==> config.mk <==
export PLATFORM = sky130hd
export DESIGN_NAME = ps2_mouse_top
export DESIGN_NICKNAME = d
export VERILOG_FILES = /design/src/design/ps2_pkg.sv /design/src/design/ps2_frame_rx.sv /design/src/design/ps2_cmd_tx.sv /design/src/design/ps2_packet_asm.sv /design/src/design/mouse_xy_tracker.sv /design/src/design/ps2_mouse_top.sv
export VERILOG_INCLUDE_DIRS = /design/src /design/src/include
export SDC_FILE = /design/constraint.sdc
export NUM_CORES = 1
export LEC_CHECK = 0
export ABC_AREA = 1
export BUFFER_PORTS_ARGS = -buffer_cell sky130_fd_sc_hd__buf_4
export CORE_ASPECT_RATIO = 1.1
export CORE_MARGIN = 4
export CORE_UTILIZATION = 55
export CTS_BUF_LIST = sky130_fd_sc_hd__clkbuf_16
export DETAILED_ROUTE_END_ITERATION = 16
export HOLD_SLACK_MARGIN = 0.02
export PLACE_DENSITY = 0.75
export SYNTH_ARGS = -nofsm -noshare
export SYNTH_HDL_FRONTEND = slang
export SYNTH_SLANG_ARGS = --single-unit
==> constraint.sdc <==
create_clock -name clk -period 3.1 [get_ports clk]
set_input_delay 0.465 -clock clk [delete_from_list [all_inputs] [get_ports clk]]
set_output_delay 0.465 -clock clk [all_outputs]
set_load 0.01 [all_outputs]
==> src/include/ps2_consts.svh <==
// --------------------
// PS/2 mouse front end constants
// line timing, command bytes and cursor limits
// --------------------
`ifndef PS2_CONSTS_SVH
`define PS2_CONSTS_SVH

// identical samples before the filtered device clock may change
`define PS2_FILT_CYCLES 4

// host clock inhibit before request-to-send, 100 us at 10 MHz
`define PS2_INHIBIT_CYCLES 1000

// idle clk cycles inside a frame before it is abandoned
`define PS2_FRAME_TIMEOUT 20000

// host command and device answer
`define PS2_CMD_ENABLE 8'hF4
`define PS2_ACK_BYTE 8'hFA

// default cursor rectangle and position width
`define PS2_MAX_X 1023
`define PS2_MAX_Y 767
`define PS2_POS_W 12

`endif

==> src/design/ps2_pkg.sv <==
// --------------------
// PS/2 mouse types
// buttons, motion packet and cursor position
// --------------------
`include "ps2_consts.svh"

package ps2_pkg;

  // button levels, 1 = pressed
  typedef struct packed {
    logic left;
    logic middle;
    logic right;
  } mouse_btn_t;

  // overflow flags from the packet header
  typedef struct packed {
    logic x_ovf;
    logic y_ovf;
  } mouse_ovf_t;

  // one decoded movement packet
  // dx and dy are 9-bit two's complement, sign taken from byte 0
  typedef struct packed {
    mouse_btn_t btn;
    logic [8:0] dx;
    logic [8:0] dy;
    mouse_ovf_t ovf;
  } mouse_motion_t;

  // absolute cursor position, y grows downward
  typedef struct packed {
    logic [`PS2_POS_W-1:0] x;
    logic [`PS2_POS_W-1:0] y;
  } xy_pos_t;

endpackage

==> src/design/ps2_frame_rx.sv <==
// --------------------
// PS/2 frame receiver
// filters the device clock, shifts in 11-bit device-to-host frames
// --------------------
`timescale 1ns/10ps
`include "ps2_consts.svh"

module ps2_frame_rx (
  input  logic       clk,
  input  logic       arst_n,
  input  logic       ps2_clk_in,
  input  logic       ps2_data_in,
  input  logic       tx_busy,
  output logic [7:0] rx_byte,
  output logic       rx_valid,
  output logic       rx_err,
  output logic       clk_fall
);

  localparam int FILT_W = $clog2(`PS2_FILT_CYCLES) + 1;
  localparam int TO_W   = $clog2(`PS2_FRAME_TIMEOUT) + 1;

  logic [1:0]        clk_sync;
  logic [1:0]        data_sync;
  logic              clk_filt;
  logic              clk_filt_d;
  logic [FILT_W-1:0] filt_cnt;
  logic [9:0]        shift_q;
  logic [3:0]        bit_cnt;
  logic [TO_W-1:0]   idle_cnt;
  logic              frame_ok;

  // two-flop synchronizers, lines idle high
  always_ff @(posedge clk or negedge arst_n) begin
    if (!arst_n) begin
      clk_sync  <= 2'b11;
      data_sync <= 2'b11;
    end else begin
      clk_sync  <= {clk_sync[0], ps2_clk_in};
      data_sync <= {data_sync[0], ps2_data_in};
    end
  end

  // clock glitch filter
  // level changes only after FILT_CYCLES samples in a row disagree
  always_ff @(posedge clk or negedge arst_n) begin
    if (!arst_n) begin
      clk_filt   <= 1'b1;
      clk_filt_d <= 1'b1;
      filt_cnt   <= '0;
    end else begin
      clk_filt_d <= clk_filt;
      if (clk_sync[1] == clk_filt) begin
        filt_cnt <= '0;
      end else if (filt_cnt == FILT_W'(`PS2_FILT_CYCLES - 1)) begin
        clk_filt <= clk_sync[1];
        filt_cnt <= '0;
      end else begin
        filt_cnt <= filt_cnt + 1'b1;
      end
    end
  end

  // one-cycle strobe, also used by the transmitter
  assign clk_fall = clk_filt_d & ~clk_filt;

  // start low, stop high, odd parity over data and parity bit
  // shift_q[0] holds the start bit once ten bits are in
  assign frame_ok = ~shift_q[0] & data_sync[1] & (^shift_q[9:1]);

  // bit counter, idle timeout and result strobes
  always_ff @(posedge clk or negedge arst_n) begin
    if (!arst_n) begin
      bit_cnt  <= '0;
      idle_cnt <= '0;
      rx_valid <= 1'b0;
      rx_err   <= 1'b0;
    end else begin
      rx_valid <= 1'b0;
      rx_err   <= 1'b0;
      if (tx_busy) begin
        // host owns the lines, drop anything partial
        bit_cnt  <= '0;
        idle_cnt <= '0;
      end else if (clk_fall) begin
        idle_cnt <= '0;
        if (bit_cnt == 4'd10) begin
          // stop bit is on the line now
          bit_cnt  <= '0;
          rx_valid <= frame_ok;
          rx_err   <= ~frame_ok;
        end else begin
          bit_cnt <= bit_cnt + 4'd1;
        end
      end else if (bit_cnt != 4'd0) begin
        if (idle_cnt == TO_W'(`PS2_FRAME_TIMEOUT - 1)) begin
          bit_cnt  <= '0;
          idle_cnt <= '0;
          rx_err   <= 1'b1;
        end else begin
          idle_cnt <= idle_cnt + 1'b1;
        end
      end
    end
  end

  // frame bits enter at the top, LSB first on the wire
  always_ff @(posedge clk) begin
    if (clk_fall && bit_cnt != 4'd10) begin
      shift_q <= {data_sync[1], shift_q[9:1]};
    end
    if (clk_fall && bit_cnt == 4'd10) begin
      rx_byte <= shift_q[8:1];
    end
  end

endmodule

==> src/design/ps2_cmd_tx.sv <==
// --------------------
// PS/2 host command transmitter
// request-to-send, one command byte, line acknowledge check
// --------------------
`timescale 1ns/10ps
`include "ps2_consts.svh"

module ps2_cmd_tx (
  input  logic clk,
  input  logic arst_n,
  input  logic tx_start,
  input  logic clk_fall,
  input  logic ps2_data_in,
  output logic ps2_clk_oe,
  output logic ps2_data_oe,
  output logic tx_busy,
  output logic tx_done,
  output logic tx_noack
);

  localparam int TMR_W = $clog2(`PS2_FRAME_TIMEOUT) + 1;

  typedef enum logic [2:0] {
    IDLE,
    INHIBIT,
    REQ,
    SEND,
    ACK
  } tx_state_t;

  tx_state_t        state;
  logic [1:0]       data_sync;
  logic [8:0]       tx_shift;
  logic [3:0]       bit_cnt;
  logic [TMR_W-1:0] tmr;
  logic             timed_out;

  assign tx_busy   = (state != IDLE);
  assign timed_out = (tmr == TMR_W'(`PS2_FRAME_TIMEOUT - 1));

  // ack is read from the data line
  always_ff @(posedge clk or negedge arst_n) begin
    if (!arst_n) begin
      data_sync <= 2'b11;
    end else begin
      data_sync <= {data_sync[0], ps2_data_in};
    end
  end

  always_ff @(posedge clk or negedge arst_n) begin
    if (!arst_n) begin
      state       <= IDLE;
      ps2_clk_oe  <= 1'b0;
      ps2_data_oe <= 1'b0;
      bit_cnt     <= '0;
      tmr         <= '0;
      tx_done     <= 1'b0;
      tx_noack    <= 1'b0;
    end else begin
      tx_done  <= 1'b0;
      tx_noack <= 1'b0;
      case (state)
        IDLE: begin
          if (tx_start) begin
            // hold the clock low to get the device's attention
            ps2_clk_oe <= 1'b1;
            tmr        <= '0;
            state      <= INHIBIT;
          end
        end
        INHIBIT: begin
          if (tmr == TMR_W'(`PS2_INHIBIT_CYCLES - 1)) begin
            // start bit goes out before the clock is let go
            ps2_data_oe <= 1'b1;
            tmr         <= '0;
            state       <= REQ;
          end else begin
            tmr <= tmr + 1'b1;
          end
        end
        REQ: begin
          ps2_clk_oe <= 1'b0;
          bit_cnt    <= '0;
          state      <= SEND;
        end
        SEND: begin
          if (clk_fall) begin
            // d0..d7, parity, then stop released on the 10th fall
            ps2_data_oe <= ~tx_shift[0];
            bit_cnt     <= bit_cnt + 4'd1;
            tmr         <= '0;
            if (bit_cnt == 4'd9) begin
              state <= ACK;
            end
          end else if (timed_out) begin
            ps2_data_oe <= 1'b0;
            tx_noack    <= 1'b1;
            state       <= IDLE;
          end else begin
            tmr <= tmr + 1'b1;
          end
        end
        ACK: begin
          if (clk_fall) begin
            // device pulls data low to acknowledge
            tx_done  <= ~data_sync[1];
            tx_noack <= data_sync[1];
            state    <= IDLE;
          end else if (timed_out) begin
            tx_noack <= 1'b1;
            state    <= IDLE;
          end else begin
            tmr <= tmr + 1'b1;
          end
        end
        default: state <= IDLE;
      endcase
    end
  end

  // command byte plus odd parity, ones shift in behind for the stop bit
  always_ff @(posedge clk) begin
    if (state == IDLE && tx_start) begin
      tx_shift <= {~^(`PS2_CMD_ENABLE), `PS2_CMD_ENABLE};
    end else if (state == SEND && clk_fall) begin
      tx_shift <= {1'b1, tx_shift[8:1]};
    end
  end

endmodule

==> src/design/ps2_packet_asm.sv <==
// --------------------
// PS/2 mouse startup sequencer and packet assembler
// --------------------
`timescale 1ns/10ps
`include "ps2_consts.svh"

module ps2_packet_asm import ps2_pkg::*; (
  input  logic          clk,
  input  logic          arst_n,
  input  logic [7:0]    rx_byte,
  input  logic          rx_valid,
  input  logic          rx_err,
  input  logic          tx_done,
  input  logic          tx_noack,
  output logic          tx_start,
  output logic          streaming,
  output logic          init_error,
  output mouse_motion_t motion,
  output logic          motion_valid
);

  typedef enum logic [2:0] {
    S_SEND,
    S_WAIT_TX,
    S_WAIT_ACK,
    S_STREAM,
    S_FAIL
  } asm_state_t;

  asm_state_t state;
  logic [1:0] byte_idx;
  logic [7:0] hdr_q;
  logic [7:0] dx_q;

  always_ff @(posedge clk or negedge arst_n) begin
    if (!arst_n) begin
      state        <= S_SEND;
      tx_start     <= 1'b0;
      streaming    <= 1'b0;
      init_error   <= 1'b0;
      byte_idx     <= '0;
      motion_valid <= 1'b0;
    end else begin
      tx_start     <= 1'b0;
      motion_valid <= 1'b0;
      case (state)
        S_SEND: begin
          // first cycle out of reset, ask for streaming
          tx_start <= 1'b1;
          state    <= S_WAIT_TX;
        end
        S_WAIT_TX: begin
          if (tx_noack) begin
            init_error <= 1'b1;
            state      <= S_FAIL;
          end else if (tx_done) begin
            state <= S_WAIT_ACK;
          end
        end
        S_WAIT_ACK: begin
          // other bytes before the ack are dropped
          if (rx_valid && rx_byte == `PS2_ACK_BYTE) begin
            streaming <= 1'b1;
            byte_idx  <= '0;
            state     <= S_STREAM;
          end
        end
        S_STREAM: begin
          if (rx_err) begin
            byte_idx <= '0;
          end else if (rx_valid) begin
            case (byte_idx)
              // bit 3 of the header is always set, use it to resync
              2'd0: byte_idx <= rx_byte[3] ? 2'd1 : 2'd0;
              2'd1: byte_idx <= 2'd2;
              default: begin
                byte_idx     <= 2'd0;
                motion_valid <= 1'b1;
              end
            endcase
          end
        end
        S_FAIL: state <= S_FAIL;
        default: state <= S_SEND;
      endcase
    end
  end

  // packet payload
  always_ff @(posedge clk) begin
    if (state == S_STREAM && rx_valid) begin
      case (byte_idx)
        2'd0: hdr_q <= rx_byte;
        2'd1: dx_q <= rx_byte;
        default: begin
          motion.btn <= '{left: hdr_q[0], middle: hdr_q[2], right: hdr_q[1]};
          motion.dx  <= {hdr_q[4], dx_q};
          motion.dy  <= {hdr_q[5], rx_byte};
          motion.ovf <= '{x_ovf: hdr_q[6], y_ovf: hdr_q[7]};
        end
      endcase
    end
  end

endmodule

==> src/design/mouse_xy_tracker.sv <==
// --------------------
// absolute cursor tracker
// saturating x/y integration, y flipped for video
// --------------------
`timescale 1ns/10ps
`include "ps2_consts.svh"

module mouse_xy_tracker import ps2_pkg::*; #(
  parameter int MAX_X = `PS2_MAX_X,
  parameter int MAX_Y = `PS2_MAX_Y
) (
  input  logic          clk,
  input  logic          arst_n,
  input  mouse_motion_t motion,
  input  logic          motion_valid,
  output xy_pos_t       pos,
  output mouse_btn_t    btn,
  output logic          pos_valid
);

  localparam int POS_W = `PS2_POS_W;
  localparam logic [POS_W-1:0] LIM_X = POS_W'(MAX_X);
  localparam logic [POS_W-1:0] LIM_Y = POS_W'(MAX_Y);

  logic [8:0]       mag_x;
  logic [8:0]       mag_y;
  logic [POS_W-1:0] next_x;
  logic [POS_W-1:0] next_y;

  // move cur by mag toward lim (up) or toward 0, clamping at either end
  function automatic logic [POS_W-1:0] step_axis(
    input logic [POS_W-1:0] cur,
    input logic [8:0]       mag,
    input logic             up,
    input logic [POS_W-1:0] lim
  );
    logic [POS_W:0] sum;
    logic [POS_W:0] mag_ext;
    mag_ext = (POS_W+1)'(mag);
    sum     = {1'b0, cur} + mag_ext;
    if (up) begin
      step_axis = (sum >= {1'b0, lim}) ? lim : sum[POS_W-1:0];
    end else begin
      step_axis = ({1'b0, cur} <= mag_ext) ? '0 : cur - mag_ext[POS_W-1:0];
    end
  endfunction

  // magnitude of each delta, -256 gives 9'h100
  assign mag_x = motion.dx[8] ? (~motion.dx + 9'd1) : motion.dx;
  assign mag_y = motion.dy[8] ? (~motion.dy + 9'd1) : motion.dy;

  // x grows with positive dx, y grows with negative dy
  // an axis with its overflow flag set holds still
  assign next_x = motion.ovf.x_ovf ? pos.x : step_axis(pos.x, mag_x, ~motion.dx[8], LIM_X);
  assign next_y = motion.ovf.y_ovf ? pos.y : step_axis(pos.y, mag_y, motion.dy[8], LIM_Y);

  always_ff @(posedge clk or negedge arst_n) begin
    if (!arst_n) begin
      pos       <= '0;
      btn       <= '0;
      pos_valid <= 1'b0;
    end else begin
      pos_valid <= motion_valid;
      if (motion_valid) begin
        pos.x <= next_x;
        pos.y <= next_y;
        btn   <= motion.btn;
      end
    end
  end

endmodule

==> src/design/ps2_mouse_top.sv <==
// --------------------
// PS/2 mouse cursor front end, top level
// --------------------
`timescale 1ns/10ps
`include "ps2_consts.svh"

module ps2_mouse_top import ps2_pkg::*; (
  input  logic       clk,
  input  logic       arst_n,
  input  logic       ps2_clk_in,
  input  logic       ps2_data_in,
  output logic       ps2_clk_oe,
  output logic       ps2_data_oe,
  output xy_pos_t    pos,
  output mouse_btn_t btn,
  output logic       pos_valid,
  output logic       streaming,
  output logic       init_error
);

  // receiver to assembler
  logic [7:0]    rx_byte;
  logic          rx_valid;
  logic          rx_err;
  logic          clk_fall;
  // transmitter status
  logic          tx_start;
  logic          tx_busy;
  logic          tx_done;
  logic          tx_noack;
  // assembler to tracker
  mouse_motion_t motion;
  logic          motion_valid;

  ps2_frame_rx u_frame_rx (
    .clk         (clk),
    .arst_n      (arst_n),
    .ps2_clk_in  (ps2_clk_in),
    .ps2_data_in (ps2_data_in),
    .tx_busy     (tx_busy),
    .rx_byte     (rx_byte),
    .rx_valid    (rx_valid),
    .rx_err      (rx_err),
    .clk_fall    (clk_fall)
  );

  ps2_cmd_tx u_cmd_tx (
    .clk         (clk),
    .arst_n      (arst_n),
    .tx_start    (tx_start),
    .clk_fall    (clk_fall),
    .ps2_data_in (ps2_data_in),
    .ps2_clk_oe  (ps2_clk_oe),
    .ps2_data_oe (ps2_data_oe),
    .tx_busy     (tx_busy),
    .tx_done     (tx_done),
    .tx_noack    (tx_noack)
  );

  ps2_packet_asm u_packet_asm (
    .clk          (clk),
    .arst_n       (arst_n),
    .rx_byte      (rx_byte),
    .rx_valid     (rx_valid),
    .rx_err       (rx_err),
    .tx_done      (tx_done),
    .tx_noack     (tx_noack),
    .tx_start     (tx_start),
    .streaming    (streaming),
    .init_error   (init_error),
    .motion       (motion),
    .motion_valid (motion_valid)
  );

  mouse_xy_tracker #(
    .MAX_X (`PS2_MAX_X),
    .MAX_Y (`PS2_MAX_Y)
  ) u_xy_tracker (
    .clk          (clk),
    .arst_n       (arst_n),
    .motion       (motion),
    .motion_valid (motion_valid),
    .pos          (pos),
    .btn          (btn),
    .pos_valid    (pos_valid)
  );

endmodule

==> impl_metrics.py, run 1 <==
metrics = {
    "final_layout": {
        "area_growth_pct": 20.7,
        "nFillCells": 1328,
        "register_area_um2": 4250,
        "finalNetCount": 1363,
        "drive_gt1_share_pct": 19.2,
        "multiInputGateArea_um2": 4890,
        "num_antenna_cells": 0,
        "core_utilization_of_the_finished_layout_pct": 67.7,
    },
    "place": {
        "detailed_place_hpwl_um": 15800,
        "gp_congestion": 0.988,
        "io_port_bufs": 35,
    },
    "sta": {
        "fin_skew_ns": 0.0132,
        "slew_violations": 0,
        "rsz0062_at_grt": "true",
        "final_hold_vio_count": 0,
        "max_slew.worst_pin.slew_ns": 0.738,
        "achievable-frequency_mhz": 311,
        "finalCritPeriodShare_pct": 104,
        "timing.final.setup_violations": 10,
        "layout_min_cycle_time_ns": 3.21,
        "slew_headroom_pct": 50.6,
        "postLayoutSetupSlackWorst_ns": -0.113,
    },
    "job": {
        "cap_viol_max_count": 0,
    },
    "clocking": {
        "cts_htree_levels": 4,
        "tritoncts.num_buffers": 17,
        "cts_tree": "yes",
        "cts.root.buffer_cell": "sky130_fd_sc_hd__clkbuf_16",
        "clockBufferDepth": 2,
        "clock_latency_ns": 0.43,
        "clkSinkCount": 160,
        "ctsHoldBuffers": 0,
        "cts.clk_slew.worst_paths_ns": 0.07,
    },
    "synth": {
        "synth_area_leaders": "sky130_fd_sc_hd__dfrtp_1, sky130_fd_sc_hd__edfxtp_1, sky130_fd_sc_hd__nand2_1, sky130_fd_sc_hd__inv_1, sky130_fd_sc_hd__ha_1",
        "synthDistinctLibCells": 50,
        "avgSynthCellArea_um2": 7.91,
        "postSynth.topFlopCell": "sky130_fd_sc_hd__dfrtp_1",
        "synth.yosys.warnings": 0,
        "async_reset_ff_share_pct": 59.4,
        "ys_seq_elements": 160,
        "seq_area_frac_synth_pct": 44.5,
        "netlist_instances": 1206,
        "synth_top_cell_by_area": "sky130_fd_sc_hd__dfrtp_1",
        "synthDominantCellAreaShare_pct": 23.3,
        "yosys.cell_count.top_type": "sky130_fd_sc_hd__nand2_1",
        "synth_area_um2": 9540,
        "synth.top_cells.by_count": "sky130_fd_sc_hd__nand2_1, sky130_fd_sc_hd__inv_1, sky130_fd_sc_hd__nor2_1",
        "number_of_enable_flip_flop_cells_after_synthesis": 56,
        "mappedNetlistNets": 1261,
    },
    "grt": {
        "grt_pass1_vias": 7777,
        "maximum_number_of_pins_on_one_net_before_global_route_repair": 51,
        "grt_usage_pct": 22.3,
        "grt_antenna_before_repair": 0,
        "grt_overflow_total": 0,
        "grt_pass1_wl_um": 36000,
    },
    "worst_setup_path": {
        "critical_path.max_fanout": 4,
        "crit_family": "simple AND/OR/NAND/NOR gates",
        "crit_path_start_kind": "register",
        "cp.buffers_inverters": 7,
        "timing.critical_path.arrival_ns": 3.53,
        "setup.worst_path.class": "reg2reg",
        "timing.critical_path.slowest_stage_cell": "sky130_fd_sc_hd__edfxtp_1",
        "worst_ep_required_time_ns": 3.42,
        "critical-path-top-cell-by-count": "sky130_fd_sc_hd__nand2_1",
        "timing.critical_path.to_type": "register",
        "timing.reg2reg.setup_slack_ns": -0.11,
        "max_stage_delay_ns": 0.40,
    },
    "die": {
        "rows": 50,
        "die_h_um": 146,
        "die_width_um": 134,
        "floorplan.initialDensity_pct": 56.1,
        "die-area_um2": 19500,
        "floorplan.core_area_um2": 17000,
        "pin_count": 36,
    },
    "drt": {
        "remaining_design_rule_violation_count": 0,
        "routed-via-count": 8350,
        "route.detailed.wl_per_inst_um": 14.4,
        "detail_route.first_pass.iterations": 5,
        "detailedRoute.firstIterationViolations": 804,
        "route.final.wire_length_um": 22400,
        "post_drt_via_cell_ratio": 5.37,
        "detail-route-antenna-nets": 0,
    },
    "outcome": {
        "failing_checks": "negative setup slack",
        "run_status": "finished, violations left",
    },
    "power_and_ir_drop": {
        "total_power_uw": 4510,
        "p_leak_uw": 0.00562,
        "power_per_cell_area_nw_per_um2": 391,
        "peakVddDrop_uv": 416,
    },
    "worst_hold_path": {
        "hold_class": "in2async",
    },
}
==> stage by stage <==
stage / setup TNS (ns) / std cells / instance area, µm² / hold WS, ns / setup WS [ns]
after CTS: 0 / 1543 / 11000 / 0.0753 / 0.0154
after floorplan: 0 / 1206 / 9540 / 0.169 / 0.0599
after detailed placement: -0.760 / 1509 / 10400 / 0.350 / -0.124
after global placement: -0.202 / 1509 / 10400 / 0.348 / -0.0613
after global routing: -4.31 / 1555 / 11500 / 0.111 / -0.402
final: -0.693 / 1555 / 11500 / 0.0515 / -0.113
==> routing by layer <==
| layer | vias to the layer above | track usage [%] | wire (µm) |
|---|---|---|---|
| li1 | 4114 | - | - |
| met5 | - | 0 | 0 |
| met4 | 0 | 8.54 | 703 |
| met1 | 3889 | 29.5 | 9690 |
| met2 | 277 | 37.1 | 10900 |
| met3 | 70 | 3.34 | 1090 |
==> path summary, 6_finish.rpt <==
check,from,to,depth (start not counted)
max,u_packet_asm.motion[12]$_DFFE_PP_,u_xy_tracker.pos[16]$_DFFE_PN0P_,26
min,arst_n,u_xy_tracker.pos[11]$_DFFE_PN0P_,1
max reg2reg,u_packet_asm.motion[12]$_DFFE_PP_,u_xy_tracker.pos[16]$_DFFE_PN0P_,26
min reg2reg,u_frame_rx.clk_sync[0]$_DFF_PN1_,u_frame_rx.clk_sync[1]$_DFF_PN1_,0
max in group asynchronous,arst_n,u_cmd_tx.data_sync[0]$_DFF_PN1_,2
min in group clk,ps2_data_in,u_cmd_tx.data_sync[0]$_DFF_PN1_,1
==> final cells by class <==
type                            instances  share of cell area (%)
Inverter                              199                    6.62
Clock buffer                           18                    3.91
Timing Repair Buffer                  102                    6.92
Sequential cell                       160                    36.9
Tap cell                              234                    2.54
Clock inverter                         14                   0.673
Multi-Input combinational cell        828                    42.5
==> cell usage in the layout (no fill, tap or decap), types with 30 or more instances in the layout <==
cell and instances:
sky130_fd_sc_hd__a21oi_1 62, sky130_fd_sc_hd__buf_4 96, sky130_fd_sc_hd__dfrtp_1 89, sky130_fd_sc_hd__edfxtp_1 56, sky130_fd_sc_hd__ha_1 37, sky130_fd_sc_hd__inv_1 183, sky130_fd_sc_hd__nand2_1 257, sky130_fd_sc_hd__nand3_1 82
sky130_fd_sc_hd__nor2_1 100, sky130_fd_sc_hd__nor3_1 30, sky130_fd_sc_hd__o21ai_0 51
==> state kept, by name (all words and copies together) (netlist names), 2 cells and up <==
name	flops
u_frame_rx.filt_cnt	3
u_packet_asm.motion	23
u_frame_rx.idle_cnt	16
u_cmd_tx.tmr	16
u_cmd_tx.data_sync	2
u_cmd_tx.bit_cnt	4
u_packet_asm.state	3
u_packet_asm.dx_q	8
u_packet_asm.byte_idx	2
u_frame_rx.shift_q	10
u_frame_rx.rx_byte	8
u_packet_asm.hdr_q	7
u_frame_rx.bit_cnt	4
u_cmd_tx.tx_shift	9
u_cmd_tx.state	3
u_xy_tracker.pos	24
u_frame_rx.clk_sync	2
u_xy_tracker.btn	3
==> repair_timing <==
item / CTS / global route
buffers inserted: 2 / 14
endpoints found under the setup margin: 18 / 24
resized for setup: 17 / 102
pin swaps: 1 / 38
==> cells by family (layout without fill, tap and decap cells) <==
kind of cell             after synthesis  in the layout  synth area share (%)
flip-flops                           160            160                  44.5
buffers and inverters                218            333                  8.71
AO/OA/AOI/OAI                        175            175                  10.2
AND/OR/NAND/NOR                      560            560                  25.6
adder cells (fa/ha/maj)               51             51                  7.00
multiplexers                           2              2                 0.223
XOR/XNOR                              40             40                  3.67
==> where the power goes <==
group / switching, µW / internal [µW]
sequential: 50.4 / 2290
combinational: 162 / 108
clock: 841 / 1050
total: 1050 / 3460
Power figures use the tool's default switching activity.
==> inputs of run 2 (changes only) <==
- CELL_PAD_IN_SITES_DETAIL_PLACEMENT: unset -> 1
- CELL_PAD_IN_SITES_GLOBAL_PLACEMENT: unset -> 1
- CORE_UTILIZATION: 55 -> 43
- PLACE_DENSITY: 0.75 -> unset
- PLACE_DENSITY_LB_ADDON: unset -> 0.1
==> impl_metrics.py, run 2 (synthesis results as in run 1) <==
metrics = {
    "sta": {
        "setup_total_negative_slack_ns": -2.76,
        "postLayoutSetupSlackWorst_ns": -0.303,
        "rsz0062_at_grt": "true",
        "max_slew.worst_pin.slew_ns": 0.826,
        "slew_violations": 0,
        "finalCritPeriodShare_pct": 110,
        "slew_headroom_pct": 44.9,
        "layout_min_cycle_time_ns": 3.40,
        "timing.final.setup_violations": 17,
        "achievable-frequency_mhz": 294,
        "final_hold_vio_count": 0,
        "fin_skew_ns": 0.0250,
    },
    "die": {
        "die_width_um": 150,
        "pin_count": 36,
        "die_h_um": 164,
        "floorplan.initialDensity_pct": 44.2,
        "rows": 56,
        "die-area_um2": 24600,
        "floorplan.core_area_um2": 21600,
    },
    "final_layout": {
        "final_area_um2": 12400,
        "multiInputGateArea_um2": 5170,
        "num_antenna_cells": 0,
        "nFillCells": 2608,
        "most-common-layout-cells": "sky130_fd_sc_hd__nand2_1, sky130_fd_sc_hd__inv_1, sky130_fd_sc_hd__buf_4, sky130_fd_sc_hd__dfrtp_1, sky130_fd_sc_hd__nor2_1",
        "largest_registers": "u_xy_tracker.pos x24, u_packet_asm.motion x23",
        "register_area_um2": 4250,
        "drive_gt1_share_pct": 26.9,
        "area_growth_pct": 29.6,
        "layout.cells.most_common": "sky130_fd_sc_hd__nand2_1",
        "finalNetCount": 1416,
        "largest-register": "u_xy_tracker.pos",
        "finish.cell_count_without_fillers": 1664,
        "flip_flop_count_of_the_largest_register_all_copies_and_words_added": 24,
    },
    "drt": {
        "route.detailed.wl_per_inst_um": 18.5,
        "route.final.wire_length_um": 30800,
        "post_drt_via_cell_ratio": 5.35,
        "detailedRoute.firstIterationViolations": 514,
        "detail_route.first_pass.iterations": 5,
        "detail-route-antenna-nets": 0,
        "routed-via-count": 8897,
        "remaining_design_rule_violation_count": 0,
    },
    "outcome": {
        "failing_checks": "negative setup slack",
        "run_status": "finished, violations left",
    },
    "job": {
        "cap_viol_max_count": 0,
    },
    "worst_setup_path": {
        "timing.critical_path.to_type": "register",
        "worst_ep_required_time_ns": 3.43,
        "timing.reg2reg.setup_slack_ns": -0.30,
        "r2r.worst_path.cells": 21,
        "setup.worst_path.class": "reg2reg",
        "crit_path_start_kind": "register",
        "timing.critical_path.arrival_ns": 3.73,
        "critical_path.max_fanout": 5,
    },
    "place": {
        "detailed_place_hpwl_um": 20900,
        "gp_congestion": 0.880,
        "dpl_cell_area_um2": 10700,
        "io_port_bufs": 35,
        "post-place-ws_ns": -0.365,
        "place.detailed.instances": 1594,
    },
    "power_and_ir_drop": {
        "total_power_uw": 4740,
        "p_switching_uw": 1260,
        "switching_share_pct": 26.6,
        "p_leak_uw": 0.00596,
        "p_clk_share_pct": 44.2,
        "power_per_cell_area_nw_per_um2": 384,
        "power_frac_seq_pct": 49.5,
        "intPower_uw": 3480,
        "comb_power_share_pct": 6.3,
        "peakVddDrop_uv": 338,
    },
    "clocking": {
        "ctsHoldBuffers": 0,
        "clock_latency_ns": 0.44,
        "cts.clk_slew.worst_paths_ns": 0.07,
        "cts.root.buffer_cell": "sky130_fd_sc_hd__clkbuf_16",
        "clkSinkCount": 160,
        "tritoncts.num_buffers": 17,
        "cts_htree_levels": 4,
        "clockBufferDepth": 2,
        "cts_tree": "yes",
    },
    "grt": {
        "maximum_number_of_pins_on_one_net_before_global_route_repair": 63,
        "grt_overflow_total": 0,
        "grt_pass1_wl_um": 46700,
        "grt_antenna_before_repair": 0,
        "grt_pass1_vias": 9346,
        "grt_usage_pct": 23.8,
    },
    "worst_hold_path": {
        "hold_class": "in2async",
    },
}
[run 2: cell types whose count changed in the layout (fill, tap and decap cells not counted), moves of 8 or more]
cell                      delta
sky130_fd_sc_hd__buf_4      +49
sky130_fd_sc_hd__nand2_1    -13
sky130_fd_sc_hd__nor2_1     -13
sky130_fd_sc_hd__inv_1      -11
sky130_fd_sc_hd__nand2_2    +10
sky130_fd_sc_hd__a21oi_1     -8
sky130_fd_sc_hd__nand3_1     -8
sky130_fd_sc_hd__nand3_2     +8
[run 2: final timing paths]
check	start	end
setup / recovery	u_packet_asm.motion[12]$_DFFE_PP_	u_xy_tracker.pos[16]$_DFFE_PN0P_
hold / removal	arst_n	u_frame_rx.idle_cnt[8]$_DFFE_PN0P_
setup reg to reg	u_packet_asm.motion[12]$_DFFE_PP_	u_xy_tracker.pos[16]$_DFFE_PN0P_
hold reg to reg	u_cmd_tx.data_sync[0]$_DFF_PN1_	u_cmd_tx.data_sync[1]$_DFF_PN1_
max in group asynchronous	arst_n	u_packet_asm.motion_valid$_DFF_PN0_
min in group clk	ps2_data_in	u_cmd_tx.data_sync[0]$_DFF_PN1_
[run 2: power by group through the flow]
stage                     sequential, µW  clock, µW  combinational (µW)
after floorplan                     2370          0                 199
after global placement              2380          0                 279
after detailed placement            2390          0                 290
after CTS                           2350       2140                 305
after global routing                2360       2240                 337
final                               2350       2100                 298
[run 2: cell type report]
cell class | count | area share (%)
clock inverter | 15 | 1.35
sequential | 160 | 34.3
multi-input combinational | 828 | 41.8
timing repair buffer | 155 | 9.86
inverter | 199 | 6.23
clock buffer | 17 | 3.44
tap | 290 | 2.93
[run 2: metal layers]
layer	up-vias	part of all wire, %	track usage [%]
met5	-	0	0
met4	0	2.5	7.99
met3	54	2.7	3.31
met2	157	54	43.1
met1	4461	41	29.1
li1	4225	-	-
[run 2: worst max-delay path, stage by stage, from the launching register on]
cell	delay [ns]
sky130_fd_sc_hd__edfxtp_1	0.43
sky130_fd_sc_hd__buf_4	0.16
sky130_fd_sc_hd__buf_4	0.13
sky130_fd_sc_hd__nor3_4	0.21
sky130_fd_sc_hd__or2_2	0.17
sky130_fd_sc_hd__xor2_2	0.21
sky130_fd_sc_hd__ha_1	0.32
sky130_fd_sc_hd__a21oi_1	0.23
sky130_fd_sc_hd__nand2_2	0.14
sky130_fd_sc_hd__nand2_1	0.14
sky130_fd_sc_hd__nand2_1	0.13
sky130_fd_sc_hd__nand2_1	0.15
sky130_fd_sc_hd__nand2_2	0.09
sky130_fd_sc_hd__nand2_2	0.09
sky130_fd_sc_hd__nand3_2	0.09
sky130_fd_sc_hd__nor2_4	0.15
sky130_fd_sc_hd__buf_6	0.14
sky130_fd_sc_hd__nand2_1	0.05
sky130_fd_sc_hd__nand2_1	0.06
sky130_fd_sc_hd__o21ai_1	0.08
sky130_fd_sc_hd__nand2_1	0.08
sky130_fd_sc_hd__nand2_1	0.05
[run 2: stage by stage]
stage | hold slack, ns | utilization (%)
final | 0.114 | 57.3
after global routing | 0.108 | 57.3
after CTS | 0.114 | 53.7
after detailed placement | 0.350 | 49.6
after global placement | 0.349 | 49.6
after floorplan | 0.169 | -
[run 2: what timing repair did]
| item | CTS | global route |
|---|---|---|
| gates cloned | 0 | 0 |
| gates resized for setup | 53 | 152 |
| pin swaps | 17 | 62 |
| setup buffers | 13 | 25 |
| endpoints found under the setup margin | 21 | 24 |
==> inputs of run 3 (changes only) <==
- ABC_AREA: 1 -> unset
- ABC_CLOCK_PERIOD_IN_PS: unset -> 3100
- CORE_UTILIZATION: 43 -> 44
- TNS_END_PERCENT: unset -> 5
==> impl_metrics.py, run 3 <==
metrics = {
    "clocking": {
        "clockBufferDepth": 2,
        "ctsHoldBuffers": 0,
        "cts.clk_slew.worst_paths_ns": 0.07,
        "cts_htree_levels": 4,
        "clock_latency_ns": 0.43,
        "tritoncts.num_buffers": 17,
        "cts_tree": "yes",
        "clkSinkCount": 160,
        "cts.root.buffer_cell": "sky130_fd_sc_hd__clkbuf_16",
    },
    "worst_setup_path": {
        "critical-path-top-cell-by-count": "sky130_fd_sc_hd__nor3_1",
        "cp.buffers_inverters": 1,
        "timing.critical_path.arrival_ns": 3.71,
        "worst_ep_required_time_ns": 3.42,
        "max_stage_delay_ns": 0.57,
        "timing.critical_path.to_type": "register",
        "crit_path_start_kind": "register",
        "timing.critical_path.slowest_stage_cell": "sky130_fd_sc_hd__or4_4",
        "critical_path.max_fanout": 3,
        "worstPathCellList": "inv_1 > ha_2 > nand2b_1 > o41ai_2 > xnor2_1 > ha_1 > or4_4 > a211oi_4 > nor3_1 > nor2_1 > nor3_1 > mux2_1 > a22o_1",
        "setup.worst_path.class": "reg2reg",
        "crit_family": "simple AND/OR/NAND/NOR gates",
    },
    "final_layout": {
        "core_utilization_of_the_finished_layout_pct": 55.5,
        "area_growth_pct": 22.4,
        "layout.cells.most_common": "sky130_fd_sc_hd__buf_4",
        "largest-register": "u_xy_tracker.pos",
        "largest_registers": "u_xy_tracker.pos x24, u_packet_asm.motion x23",
        "most-common-layout-cells": "sky130_fd_sc_hd__buf_4, sky130_fd_sc_hd__dfrtp_1, sky130_fd_sc_hd__nor2_1, sky130_fd_sc_hd__nand2_1, sky130_fd_sc_hd__o21ai_0",
        "flip_flop_count_of_the_largest_register_all_copies_and_words_added": 24,
        "num_antenna_cells": 0,
        "drive_gt1_share_pct": 22.4,
        "finalNetCount": 1101,
        "register_area_um2": 4250,
        "multiInputGateArea_um2": 4810,
        "nFillCells": 2260,
    },
    "grt": {
        "grt_pass1_wl_um": 42700,
        "grt_overflow_total": 0,
        "maximum_number_of_pins_on_one_net_before_global_route_repair": 52,
        "grt_pass1_vias": 8373,
        "grt_usage_pct": 22.1,
        "grt_antenna_before_repair": 0,
    },
    "sta": {
        "final_hold_vio_count": 0,
        "finalCritPeriodShare_pct": 109,
        "achievable-frequency_mhz": 295,
        "layout_min_cycle_time_ns": 3.39,
        "timing.hold.ws_ns": 0.0654,
        "timing.final.setup_violations": 24,
        "slew_headroom_pct": 37.6,
        "rsz0062_at_grt": "true",
        "postLayoutSetupSlackWorst_ns": -0.291,
        "max_slew.worst_pin.slew_ns": 0.933,
        "fin_skew_ns": 0.0145,
        "slew_violations": 0,
    },
    "outcome": {
        "run_status": "finished, violations left",
        "failing_checks": "negative setup slack",
    },
    "synth": {
        "synth_top_cell_by_area": "sky130_fd_sc_hd__dfrtp_1",
        "mappedNetlistNets": 995,
        "yosys.cell_count.top_type": "sky130_fd_sc_hd__dfrtp_1",
        "synthDominantCellAreaShare_pct": 24.5,
        "synth.yosys.warnings": 0,
        "avgSynthCellArea_um2": 9.68,
        "synthDistinctLibCells": 77,
        "netlist_instances": 940,
        "synth_area_leaders": "sky130_fd_sc_hd__dfrtp_1, sky130_fd_sc_hd__edfxtp_1, sky130_fd_sc_hd__ha_1, sky130_fd_sc_hd__o21ai_0, sky130_fd_sc_hd__xnor2_1",
        "postSynth.topFlopCell": "sky130_fd_sc_hd__dfrtp_1",
        "number_of_enable_flip_flop_cells_after_synthesis": 56,
        "synth_area_um2": 9100,
        "synth.top_cells.by_count": "sky130_fd_sc_hd__dfrtp_1, sky130_fd_sc_hd__nor2_1, sky130_fd_sc_hd__o21ai_0",
        "ys_seq_elements": 160,
        "seq_area_frac_synth_pct": 46.7,
        "async_reset_ff_share_pct": 59.4,
    },
    "die": {
        "floorplan.initialDensity_pct": 45.4,
        "pin_count": 36,
        "die_width_um": 145,
        "rows": 54,
        "die_h_um": 159,
        "floorplan.core_area_um2": 20100,
        "die-area_um2": 23100,
    },
    "drt": {
        "route.final.wire_length_um": 25600,
        "detail_route.first_pass.iterations": 5,
        "post_drt_via_cell_ratio": 5.85,
        "detail-route-antenna-nets": 0,
        "routed-via-count": 7674,
        "route.detailed.wl_per_inst_um": 19.5,
        "detailedRoute.firstIterationViolations": 381,
        "remaining_design_rule_violation_count": 0,
    },
    "power_and_ir_drop": {
        "peakVddDrop_uv": 410,
        "p_leak_uw": 0.00472,
        "power_per_cell_area_nw_per_um2": 425,
    },
    "job": {
        "cap_viol_max_count": 0,
    },
    "place": {
        "gp_congestion": 0.879,
        "post-place-ws_ns": -0.235,
        "detailed_place_hpwl_um": 18200,
        "io_port_bufs": 35,
    },
    "worst_hold_path": {
        "hold_class": "in2async",
    },
}
-- run 3: cell types whose count changed in the layout (fill, tap and decap cells not counted), sizes merged, moves of 28 or more --
| cell | delta |
|---|---|
| buf | -30 |
| nor2 | -29 |
| nand3 | -73 |
| a21oi | -28 |
| inv | -144 |
| xnor2 | +33 |
| nand2 | -198 |
-- run 3: final timing paths --
| check | startpoint | endpoint | slack, ns | depth (start not counted) |
|---|---|---|---|---|
| worst min register to register | u_frame_rx.clk_sync[0]$_DFF_PN1_ | u_frame_rx.clk_sync[1]$_DFF_PN1_ | 0.36 | 0 |
| worst max register to register | u_packet_asm.motion[11]$_DFFE_PP_ | u_xy_tracker.pos[22]$_DFFE_PN0P_ | -0.29 | 13 |
| max in group asynchronous | arst_n | u_cmd_tx.data_sync[0]$_DFF_PN1_ | 2.28 | 2 |
| worst max-delay path | u_packet_asm.motion[11]$_DFFE_PP_ | u_xy_tracker.pos[22]$_DFFE_PN0P_ | -0.29 | 13 |
| min in group clk | ps2_clk_in | u_frame_rx.clk_sync[0]$_DFF_PN1_ | 0.14 | 1 |
| worst min-delay path | arst_n | u_xy_tracker.pos[6]$_DFFE_PN0P_ | 0.07 | 1 |
-- run 3: area by class of cell --
type                            instances  area share [%]
Clock buffer                           18            4.04
Timing Repair Buffer                  125            8.79
Multi-Input combinational cell        688            43.1
Tap cell                              252            2.83
Clock inverter                         14            1.26
Sequential cell                       160            38.1
Inverter                               54            1.82
-- run 3: kinds of logic (layout without fill, tap and decap cells) --
group	after synthesis	after routing	synth area share [%]
buffers and inverters	92	211	4.08
multiplexers	8	8	0.976
AND/OR/NAND/NOR	344	344	19.3
adder cells (fa/ha/maj)	51	51	7.34
XOR/XNOR	52	52	5.00
AO/OA/AOI/OAI	233	233	16.6
flip-flops	160	160	46.7
-- run 3: what timing repair did --
| action | 4_1_cts | 5_1_grt |
|---|---|---|
| buffers inserted | 7 | 3 |
| pin swaps | 14 | 12 |
| setup endpoints to repair | 24 | 24 |
| gates resized for setup | 34 | 30 |
-- run 3: metal layers --
layer | share of wire [%] | global-route usage [%]
met1 | 42 | 27.5
met2 | 53 | 40.0
met4 | 1.9 | 7.25
met3 | 2.2 | 2.91
met5 | 0 | 0
-- run 3: where the power goes --
| part | switching [µW] | internal, µW |
|---|---|---|
| clock | 972 | 1120 |
| combinational | 166 | 120 |
| sequential | 62.2 | 2290 |
-- run 3: stage by stage --
| stage | setup TNS (ns) | cells | cell area [µm²] | total power (µW) |
|---|---|---|---|---|
| finish | -3.65 | 1311 | 11100 | 4730 |
| floorplan | -0.0735 | 940 | 9130 | 2580 |
| global route | -7.59 | 1311 | 11100 | 4930 |
| detailed placement | -3.63 | 1269 | 10200 | 2690 |
| global placement | -0.231 | 1269 | 10200 | 2660 |
| CTS | -2.54 | 1308 | 11000 | 4800 |
